==> src/design/fencei_pkg.sv <==
`default_nettype none

package fencei_pkg;

  // pcs, addresses and data words share one width
  typedef logic [31:0] pc_t;

  // I-type layout, used to spot fence.i
  typedef struct packed {
    logic [11:0] imm;
    logic [4:0]  rs1;
    logic [2:0]  funct3;
    logic [4:0]  rd;
    logic [6:0]  opcode;
  } instr_i_t;

  // S-type layout, immediate split around rs2/rs1
  typedef struct packed {
    logic [6:0] imm_hi;
    logic [4:0] rs2;
    logic [4:0] rs1;
    logic [2:0] funct3;
    logic [4:0] imm_lo;
    logic [6:0] opcode;
  } instr_s_t;

  // one fetched word seen through either format
  typedef union packed {
    instr_i_t i;
    instr_s_t s;
  } instr_u;

  typedef enum logic [1:0] {
    CLASS_OTHER  = 2'd0,
    CLASS_STORE  = 2'd1,
    CLASS_FENCEI = 2'd2
  } instr_class_e;

  localparam logic [6:0] OPC_MISC_MEM = 7'b0001111;
  localparam logic [6:0] OPC_STORE    = 7'b0100011;
  localparam logic [2:0] F3_FENCEI    = 3'b001;
  localparam logic [2:0] F3_SW        = 3'b010;

endpackage

`default_nettype wire

==> src/design/fencei_decode_stage.sv <==
`default_nettype none

module fencei_decode_stage (
  input  wire                      clk_i,
  input  wire                      rst_ni,
  input  wire                      instr_valid_i,
  input  fencei_pkg::pc_t          instr_pc_i,
  input  fencei_pkg::instr_u       instr_rdata_i,
  input  wire                      stall_i,
  output logic                     instr_ready_o,
  output logic                     dec_valid_o,
  output fencei_pkg::pc_t          dec_pc_o,
  output fencei_pkg::instr_class_e dec_class_o,
  output fencei_pkg::pc_t          dec_addr_o,
  output fencei_pkg::pc_t          dec_data_o
);

  logic                     accept;
  fencei_pkg::instr_class_e class_d;
  fencei_pkg::pc_t          addr_d;
  fencei_pkg::pc_t          data_d;

  // stays ready unless a held word sits in the register
  assign instr_ready_o = !dec_valid_o || !stall_i;
  assign accept        = instr_valid_i && instr_ready_o;

  // fence.i ignores imm, rs1 and rd
  always_comb begin
    if (instr_rdata_i.i.opcode == fencei_pkg::OPC_MISC_MEM &&
        instr_rdata_i.i.funct3 == fencei_pkg::F3_FENCEI) begin
      class_d = fencei_pkg::CLASS_FENCEI;
    end else if (instr_rdata_i.s.opcode == fencei_pkg::OPC_STORE &&
                 instr_rdata_i.s.funct3 == fencei_pkg::F3_SW) begin
      class_d = fencei_pkg::CLASS_STORE;
    end else begin
      class_d = fencei_pkg::CLASS_OTHER;
    end
  end

  // zero base register, so the address is just the immediate
  assign addr_d = {{20{instr_rdata_i.s.imm_hi[6]}}, instr_rdata_i.s.imm_hi,
                   instr_rdata_i.s.imm_lo};
  // rs2 index stands in for the register value
  assign data_d = {27'd0, instr_rdata_i.s.rs2};

  always_ff @(posedge clk_i or negedge rst_ni) begin
    if (!rst_ni) begin
      dec_valid_o <= 1'b0;
    end else if (accept) begin
      dec_valid_o <= 1'b1;
    end else if (!stall_i) begin
      dec_valid_o <= 1'b0;
    end
  end

  always_ff @(posedge clk_i) begin
    if (accept) begin
      dec_pc_o    <= instr_pc_i;
      dec_class_o <= class_d;
      dec_addr_o  <= addr_d;
      dec_data_o  <= data_d;
    end
  end

endmodule

`default_nettype wire

==> src/design/fencei_mem_stage.sv <==
`default_nettype none

module fencei_mem_stage #(
  parameter int XLEN = 32
) (
  input  wire                      clk_i,
  input  wire                      rst_ni,
  input  wire                      dec_valid_i,
  input  fencei_pkg::pc_t          dec_pc_i,
  input  fencei_pkg::instr_class_e dec_class_i,
  input  wire [XLEN-1:0]           dec_addr_i,
  input  wire [XLEN-1:0]           dec_data_i,
  input  wire                      stall_i,
  input  wire                      wb_ack_i,
  output logic                     stall_o,
  output logic                     mem_valid_o,
  output fencei_pkg::pc_t          mem_pc_o,
  output fencei_pkg::instr_class_e mem_class_o,
  output logic                     buf_empty_o,
  output logic                     wb_cyc_o,
  output logic                     wb_stb_o,
  output logic                     wb_we_o,
  output logic [XLEN-1:0]          wb_adr_o,
  output logic [XLEN-1:0]          wb_dat_o,
  output logic [XLEN/8-1:0]        wb_sel_o
);

  typedef enum logic {
    BUS_IDLE,
    BUS_ACTIVE
  } bus_state_e;

  bus_state_e      bus_state_q;
  logic            buf_valid_q;
  logic [XLEN-1:0] buf_adr_q;
  logic [XLEN-1:0] buf_dat_q;
  logic            is_store;
  logic            take;

  assign is_store = dec_class_i == fencei_pkg::CLASS_STORE;

  // hold upstream if retire is frozen or a second store finds the buffer full
  assign stall_o = dec_valid_i &&
                   ((mem_valid_o && stall_i) || (is_store && buf_valid_q));
  assign take    = dec_valid_i && !stall_o;

  always_ff @(posedge clk_i or negedge rst_ni) begin
    if (!rst_ni) begin
      mem_valid_o <= 1'b0;
    end else if (take) begin
      mem_valid_o <= 1'b1;
    end else if (!stall_i) begin
      mem_valid_o <= 1'b0;
    end
  end

  always_ff @(posedge clk_i) begin
    if (take) begin
      mem_pc_o    <= dec_pc_i;
      mem_class_o <= dec_class_i;
    end
  end

  // store counts as done once it is in the buffer
  always_ff @(posedge clk_i or negedge rst_ni) begin
    if (!rst_ni) begin
      buf_valid_q <= 1'b0;
    end else if (take && is_store) begin
      buf_valid_q <= 1'b1;
    end else if (bus_state_q == BUS_ACTIVE && wb_ack_i) begin
      buf_valid_q <= 1'b0;
    end
  end

  always_ff @(posedge clk_i) begin
    if (take && is_store) begin
      buf_adr_q <= dec_addr_i;
      buf_dat_q <= dec_data_i;
    end
  end

  // a filled buffer opens the bus cycle one cycle later
  always_ff @(posedge clk_i or negedge rst_ni) begin
    if (!rst_ni) begin
      bus_state_q <= BUS_IDLE;
    end else begin
      case (bus_state_q)
        BUS_IDLE: begin
          if (buf_valid_q) begin
            bus_state_q <= BUS_ACTIVE;
          end
        end
        default: begin
          if (wb_ack_i) begin
            bus_state_q <= BUS_IDLE;
          end
        end
      endcase
    end
  end

  assign wb_cyc_o = bus_state_q == BUS_ACTIVE;
  assign wb_stb_o = bus_state_q == BUS_ACTIVE;
  assign wb_we_o  = bus_state_q == BUS_ACTIVE;
  assign wb_adr_o = buf_adr_q;
  assign wb_dat_o = buf_dat_q;
  // word stores only
  assign wb_sel_o = '1;

  assign buf_empty_o = !buf_valid_q && (bus_state_q == BUS_IDLE);

endmodule

`default_nettype wire

==> src/design/fencei_retire_stage.sv <==
`default_nettype none

module fencei_retire_stage (
  input  wire                      clk_i,
  input  wire                      rst_ni,
  input  wire                      mem_valid_i,
  input  fencei_pkg::pc_t          mem_pc_i,
  input  fencei_pkg::instr_class_e mem_class_i,
  input  wire                      buf_empty_i,
  input  wire                      fencei_flush_ack_i,
  output logic                     stall_o,
  output logic                     fencei_flush_req_o,
  output logic                     retire_valid_o,
  output fencei_pkg::pc_t          retire_pc_o,
  output logic                     retire_fencei_o,
  output logic                     redirect_valid_o,
  output fencei_pkg::pc_t          redirect_pc_o
);

  typedef enum logic [1:0] {
    RET_IDLE,
    RET_WAIT_DRAIN,
    RET_FLUSH
  } ret_state_e;

  ret_state_e      state_q;
  logic            is_fencei;
  logic            flush_done;
  logic            ord_valid_q;
  fencei_pkg::pc_t ord_pc_q;

  assign is_fencei  = mem_valid_i && (mem_class_i == fencei_pkg::CLASS_FENCEI);
  assign flush_done = fencei_flush_req_o && fencei_flush_ack_i;

  // fence.i stays in the memory stage register until the agent acks
  assign stall_o = is_fencei && !flush_done;

  always_ff @(posedge clk_i or negedge rst_ni) begin
    if (!rst_ni) begin
      state_q <= RET_IDLE;
    end else begin
      case (state_q)
        RET_IDLE: begin
          if (is_fencei) begin
            state_q <= buf_empty_i ? RET_FLUSH : RET_WAIT_DRAIN;
          end
        end
        RET_WAIT_DRAIN: begin
          if (buf_empty_i) begin
            state_q <= RET_FLUSH;
          end
        end
        default: begin
          if (fencei_flush_ack_i) begin
            state_q <= RET_IDLE;
          end
        end
      endcase
    end
  end

  assign fencei_flush_req_o = state_q == RET_FLUSH;

  // ordinary instructions retire one cycle after arrival
  always_ff @(posedge clk_i or negedge rst_ni) begin
    if (!rst_ni) begin
      ord_valid_q <= 1'b0;
    end else begin
      ord_valid_q <= mem_valid_i && !is_fencei;
    end
  end

  always_ff @(posedge clk_i) begin
    if (mem_valid_i && !is_fencei) begin
      ord_pc_q <= mem_pc_i;
    end
  end

  assign retire_valid_o   = ord_valid_q || flush_done;
  assign retire_fencei_o  = flush_done;
  assign retire_pc_o      = flush_done ? mem_pc_i : ord_pc_q;

  // resume at the word after the fence.i
  assign redirect_valid_o = flush_done;
  assign redirect_pc_o    = {mem_pc_i[31:2], 2'b00} + 32'd4;

endmodule

`default_nettype wire

==> src/design/fencei_flush_monitor.sv <==
`default_nettype none

module fencei_flush_monitor (
  input  wire  clk_i,
  input  wire  rst_ni,
  input  wire  fencei_flush_req_i,
  input  wire  fencei_flush_ack_i,
  input  wire  wb_cyc_i,
  input  wire  wb_stb_i,
  input  wire  wb_ack_i,
  output logic protocol_err_o
);

  logic [1:0] open_cnt_q;
  logic       strobe_q;
  logic       wb_ack_q;
  logic       req_q;
  logic       ack_q;
  logic       strobe;
  logic       bus_start;
  logic       bus_done;
  logic       err;

  assign strobe    = wb_cyc_i && wb_stb_i;
  // new cycle when strobe rises or follows an ack back to back
  assign bus_start = strobe && (!strobe_q || wb_ack_q);
  assign bus_done  = strobe && wb_ack_i;

  always_ff @(posedge clk_i or negedge rst_ni) begin
    if (!rst_ni) begin
      open_cnt_q <= 2'd0;
      strobe_q   <= 1'b0;
      wb_ack_q   <= 1'b0;
      req_q      <= 1'b0;
      ack_q      <= 1'b0;
    end else begin
      open_cnt_q <= open_cnt_q + {1'b0, bus_start} - {1'b0, bus_done};
      strobe_q   <= strobe;
      wb_ack_q   <= bus_done;
      req_q      <= fencei_flush_req_i;
      ack_q      <= fencei_flush_req_i && fencei_flush_ack_i;
    end
  end

  always_comb begin
    err = 1'b0;
    // req dropped before any ack
    if (req_q && !fencei_flush_req_i && !ack_q) begin
      err = 1'b1;
    end
    // req still high the cycle after ack
    if (ack_q && fencei_flush_req_i) begin
      err = 1'b1;
    end
    if (fencei_flush_req_i && wb_cyc_i) begin
      err = 1'b1;
    end
    if (fencei_flush_req_i && !req_q && open_cnt_q != 2'd0) begin
      err = 1'b1;
    end
  end

  always_ff @(posedge clk_i or negedge rst_ni) begin
    if (!rst_ni) begin
      protocol_err_o <= 1'b0;
    end else if (err) begin
      protocol_err_o <= 1'b1;
    end
  end

endmodule

`default_nettype wire

==> src/design/fencei_top.sv <==
`default_nettype none

module fencei_top #(
  parameter int XLEN = 32
) (
  input  wire                clk_i,
  input  wire                rst_ni,
  input  wire                instr_valid_i,
  input  fencei_pkg::pc_t    instr_pc_i,
  input  fencei_pkg::instr_u instr_rdata_i,
  output logic               instr_ready_o,
  output logic               wb_cyc_o,
  output logic               wb_stb_o,
  output logic               wb_we_o,
  output logic [XLEN-1:0]    wb_adr_o,
  output logic [XLEN-1:0]    wb_dat_o,
  output logic [XLEN/8-1:0]  wb_sel_o,
  input  wire                wb_ack_i,
  output logic               fencei_flush_req_o,
  input  wire                fencei_flush_ack_i,
  output logic               retire_valid_o,
  output fencei_pkg::pc_t    retire_pc_o,
  output logic               retire_fencei_o,
  output logic               redirect_valid_o,
  output fencei_pkg::pc_t    redirect_pc_o,
  output logic               protocol_err_o
);

  logic                     dec_valid;
  fencei_pkg::pc_t          dec_pc;
  fencei_pkg::instr_class_e dec_class;
  fencei_pkg::pc_t          dec_addr;
  fencei_pkg::pc_t          dec_data;
  logic                     mem_stall;
  logic                     mem_valid;
  fencei_pkg::pc_t          mem_pc;
  fencei_pkg::instr_class_e mem_class;
  logic                     buf_empty;
  logic                     ret_stall;

  fencei_decode_stage decode_i (
    .clk_i         (clk_i),
    .rst_ni        (rst_ni),
    .instr_valid_i (instr_valid_i),
    .instr_pc_i    (instr_pc_i),
    .instr_rdata_i (instr_rdata_i),
    .stall_i       (mem_stall),
    .instr_ready_o (instr_ready_o),
    .dec_valid_o   (dec_valid),
    .dec_pc_o      (dec_pc),
    .dec_class_o   (dec_class),
    .dec_addr_o    (dec_addr),
    .dec_data_o    (dec_data)
  );

  fencei_mem_stage #(
    .XLEN (XLEN)
  ) mem_i (
    .clk_i       (clk_i),
    .rst_ni      (rst_ni),
    .dec_valid_i (dec_valid),
    .dec_pc_i    (dec_pc),
    .dec_class_i (dec_class),
    .dec_addr_i  (dec_addr),
    .dec_data_i  (dec_data),
    .stall_i     (ret_stall),
    .wb_ack_i    (wb_ack_i),
    .stall_o     (mem_stall),
    .mem_valid_o (mem_valid),
    .mem_pc_o    (mem_pc),
    .mem_class_o (mem_class),
    .buf_empty_o (buf_empty),
    .wb_cyc_o    (wb_cyc_o),
    .wb_stb_o    (wb_stb_o),
    .wb_we_o     (wb_we_o),
    .wb_adr_o    (wb_adr_o),
    .wb_dat_o    (wb_dat_o),
    .wb_sel_o    (wb_sel_o)
  );

  fencei_retire_stage retire_i (
    .clk_i              (clk_i),
    .rst_ni             (rst_ni),
    .mem_valid_i        (mem_valid),
    .mem_pc_i           (mem_pc),
    .mem_class_i        (mem_class),
    .buf_empty_i        (buf_empty),
    .fencei_flush_ack_i (fencei_flush_ack_i),
    .stall_o            (ret_stall),
    .fencei_flush_req_o (fencei_flush_req_o),
    .retire_valid_o     (retire_valid_o),
    .retire_pc_o        (retire_pc_o),
    .retire_fencei_o    (retire_fencei_o),
    .redirect_valid_o   (redirect_valid_o),
    .redirect_pc_o      (redirect_pc_o)
  );

  // checks the handshake and the data bus as seen at the ports
  fencei_flush_monitor monitor_i (
    .clk_i              (clk_i),
    .rst_ni             (rst_ni),
    .fencei_flush_req_i (fencei_flush_req_o),
    .fencei_flush_ack_i (fencei_flush_ack_i),
    .wb_cyc_i           (wb_cyc_o),
    .wb_stb_i           (wb_stb_o),
    .wb_ack_i           (wb_ack_i),
    .protocol_err_o     (protocol_err_o)
  );

endmodule

`default_nettype wire

==> config.mk <==
export PLATFORM = sky130hd
export DESIGN_NAME = fencei_top
export DESIGN_NICKNAME = d
export VERILOG_FILES = /design/src/design/fencei_pkg.sv /design/src/design/fencei_decode_stage.sv /design/src/design/fencei_mem_stage.sv /design/src/design/fencei_retire_stage.sv /design/src/design/fencei_flush_monitor.sv /design/src/design/fencei_top.sv
export SDC_FILE = /design/constraint.sdc
export NUM_CORES = 1
export LEC_CHECK = 0
export BUFFER_PORTS_ARGS = -buffer_cell sky130_fd_sc_hd__buf_2
export CAP_MARGIN = 20
export CELL_PAD_IN_SITES_DETAIL_PLACEMENT = 0
export CELL_PAD_IN_SITES_GLOBAL_PLACEMENT = 1
export CORE_MARGIN = 5
export CORE_UTILIZATION = 40
export CTS_BUF_LIST = sky130_fd_sc_hd__clkbuf_8
export DETAILED_ROUTE_END_ITERATION = 7
export PLACE_DENSITY_LB_ADDON = 0.1
export SLEW_MARGIN = 20
export SYNTH_ARGS = -nofsm -noshare
export SYNTH_HDL_FRONTEND = slang
export SYNTH_SLANG_ARGS = --single-unit
export TNS_END_PERCENT = 10
==> constraint.sdc <==
create_clock -name clk_i -period 5.82 [get_ports clk_i]
set_clock_uncertainty 0.05 [all_clocks]
set_input_delay 0.582 -clock clk_i [delete_from_list [all_inputs] [get_ports clk_i]]
set_output_delay 0.582 -clock clk_i [all_outputs]
set_load 0.005 [all_outputs]
==> key figures <==
STA
  • Rel. slew slack: 54.1%
  • Final hold vios: 0
  • Final Cycle Share: 50.8%
  • Final setup fails: 0
  • Setup TNS: 0 ps
  • RSZ-0062 raised after global routing: no
  • Min cycle time layout: 2960 ps
  • Slew of the pin with the lowest slew margin: 688 ps
  • Max Slew Vio Count: 0
  • Fmax: 338 MHz
  • Worst hold slack: 272 ps

Worst setup path
  • FF-to-FF path depth: 5
  • Critical Path RT: 5190 ps
  • CP startpoint kind: register
  • CP bufs+invs: 1
  • CP Capture Type: output port
  • Setup CP Type: register to output port
  • Top cell family by delay on the critical path: simple AND/OR/NAND/NOR gates
  • CP max stage cell: nor4_4
  • Arr. time, crit path: 2330 ps
  • Critical path depth in cells: 5
  • Critical Path Fanout Max: 7
  • Critical Path Max Stage Delay: 610 ps
  • Crit-path cells: nand4_2 > nor4_4 > nand4_1 > xnor2_1 > buf_2

Clocking
  • Worst-path clk slew: 80 ps
  • Number of buffers created by CTS: 17
  • CTS HTree Levels: 4
  • CTS Sinks: 148
  • Clk Latency, worst-skew pair: 430 ps
  • Bufs on Longest Clock Path: 2
  • CTS tree: done
  • Clock root cell: clkbuf_8

Pwr
  • Total power: 2.90 mW
  • Leakage: 2.98 nW
  • IR drop worst, VDD: 0.000188 V
  • P per Cell Area: 396 mW/mm2

Drt
  • Antenna viol nets, final: 0
  • Via count: 3347
  • Drt drc: 0
  • WL per Instance: 15.9 um
  • Initial DRC count: 178
  • DRT Wirelength: 11900 um
  • Number of iterations in the first detailed-routing pass: 4
  • Post-DR vias/cell: 4.47

Outcome
  • Status: finished, final reports clean

Global route
  • Global-route wire length before repair: 18400 um
  • Initial antenna violation count: 0
  • Grt ovf: 0
  • Largest net degree at the start of global routing: 52
  • Number of global-route vias before repair: 3498
  • Total GRT Usage: 13.6%

Logic synthesis
  • Cell count after synthesis: 380
  • Yosys cell types: 37
  • Mean Syn Cell Area: 15.9 um2
  • Number of synthesis warnings: 0
  • Post-Syn Area: 0.00605 mm2
  • Flops & latches, synth: 148
  • Sequential area share after synthesis: 72.2%

Placed design
  • DP Cell Count: 714
  • Final GP Congestion: 0.744
  • IO buf count: 171
  • DP HPWL: 8240 um

Finish
  • Share of cells above drive strength 1: 42.7%
  • Multi-input gate area: 0.00133 mm2
  • Area growth from synthesis to layout: 20.8%
  • Commonest non-fill, non-tap cell in the layout: buf_2
  • Final net count: 619
  • Register area: 0.00437 mm2
  • Non-Filler Instances: 749
  • Most frequent cells in the layout: buf_2 (171), edfxtp_1 (134), conb_1 (33)
  • Fin util: 48.6%
  • # fillers: 1365

Die
  • Die height: 133 um
  • Core area: 0.0150 mm2
  • Site Rows: 45
  • Initial Util: 40.3%
  • I/O Pins: 210
  • Die width: 133 um
  • Die area: 0.0177 mm2

Min path
  • Worst Hold Class: input port to register
  • WHS Path Cells: 1

Flow run
  • Max-cap viol count: 0
[cell families (layout without fill, tap and decap cells)]
kind of cell | count (synthesis) | in the layout | share of synthesized area [%]
buffers and inverters | 72 | 221 | 8.00
adders and majority gates | 3 | 3 | 0.620
xor gates and xnor gates | 30 | 30 | 4.34
DFF | 148 | 148 | 72.2
and+or+nand+nor | 86 | 86 | 8.41
other | 2 | 34 | 0.124
AOI/OAI and AO/OA | 12 | 12 | 1.26
muxes | 27 | 27 | 5.00
[final timing paths]
kind                                               to  slack [ps]              startpoint
worst min register to register      mem_i.wb_dat_o[2]         370  decode_i.dec_data_o[2]
min in group asynchronous        retire_i.ord_valid_q         520                  rst_ni
max in group asynchronous             monitor_i.ack_q        4950                  rst_ni
worst min-delay path            decode_i.dec_pc_o[18]         270          instr_pc_i[18]
worst max-delay path                redirect_pc_o[31]        2860       mem_i.mem_pc_o[4]
worst max register to register  decode_i.dec_pc_o[22]        3480     retire_i.state_q[0]
[routing by layer]
layer | routed length [um] | vias up | track usage (%) | share of wire, %
li1 | - | 1632 | - | -
met1 | 4790 | 1585 | 16.0 | 40
met4 | 158 | 0 | 5.20 | 1.3
met2 | 5880 | 119 | 21.6 | 49
met5 | 0 | - | 0 | 0
met3 | 1090 | 11 | 6.27 | 9.1
[power breakdown]
| part | internal (mW) | switching (mW) | total (mW) | leakage [nW] |
|---|---|---|---|---|
| Sequential | 1.40 | 0.120 | 1.52 | 1.46 |
| Clock | 0.419 | 0.380 | 0.799 | 0.200 |
| Combinational | 0.272 | 0.303 | 0.576 | 1.32 |
[cells in the mapped netlist]
cell | count | area (um2)
buf_2 | 3 | 15.0
nor2_1 | 13 | 48.8
ha_1 | 3 | 37.5
inv_1 | 12 | 45.0
nand4_2 | 2 | 25.0
conb_1 | 2 | 7.51
a31oi_1 | 2 | 12.5
nand4b_1 | 1 | 8.76
edfxtp_1 | 134 | 4020
nand2b_1 | 6 | 37.5
and2_1 | 2 | 12.5
nand3_1 | 12 | 60.1
o41ai_1 | 1 | 8.76
mux2_2 | 26 | 293
o32ai_1 | 1 | 8.76
o22ai_1 | 1 | 6.26
xor2_1 | 8 | 70.1
dfrtp_1 | 14 | 350
buf_4 | 56 | 420
and3_1 | 4 | 25.0
nand2_1 | 23 | 86.3
nor4_1 | 1 | 6.26
o21ai_0 | 5 | 25.0
clkbuf_1 | 1 | 3.75
mux2i_1 | 1 | 10.0
nor4b_1 | 1 | 8.76
nand4_4 | 1 | 21.3
nand4_1 | 9 | 56.3
nor3_4 | 1 | 16.3
nor3_1 | 3 | 15.0
and4_1 | 2 | 17.5
or4_1 | 1 | 7.51
or3_1 | 1 | 6.26
a21boi_0 | 2 | 15.0
nor4_4 | 2 | 42.5
nand3b_1 | 1 | 7.51
xnor2_1 | 22 | 193
[what timing repair did]
| item | 4_1_cts | 5_1_grt |
|---|---|---|
| resized for setup | 0 | 0 |
| setup endpoints to repair | 0 | 0 |
| hold buffers | 1 | 0 |
| hold endpoints to repair | 14 | 0 |
| buffers inserted | 0 | 0 |
[layout make-up]
class | instances | area share, %
inverters | 12 | 0.616
repair buffers | 177 | 12.6
multi-input cells | 191 | 18.2
clock inverters | 15 | 2.26
diodes | 1 | 0.0342
flip-flops and latches | 148 | 59.8
clock buffers | 17 | 3.20
well taps | 188 | 3.22
[metrics by stage]
| step | instance area (um2) | worst slack (ps) |
|---|---|---|
| detailed placement | 6870 | 3220 |
| global route | 7310 | 2640 |
| floorplan | 6170 | 2480 |
| finish | 7310 | 2860 |
| global placement | 6870 | 3250 |
| CTS | 7280 | 2720 |
[worst reg2reg max path, stage by stage (launching register included)]
cell      delay (ps)
dfrtp_1          410
nand3b_1         190
and4_1           290
o21ai_0          290
and2_2           190
buf_4            550
[registers in the layout (all words and copies together) (netlist names), 2 cells and up]
register              count
decode_i.dec_data_o       5
decode_i.dec_class_o      2
mem_i.mem_class_o         2
monitor_i.open_cnt_q      2
mem_i.wb_adr_o           12
retire_i.state_q          2
decode_i.dec_addr_o      12
mem_i.wb_dat_o            5
retire_i.ord_pc_q        32
decode_i.dec_pc_o        32
mem_i.mem_pc_o           32
No activity file was read; power rests on OpenSTA's default activity.
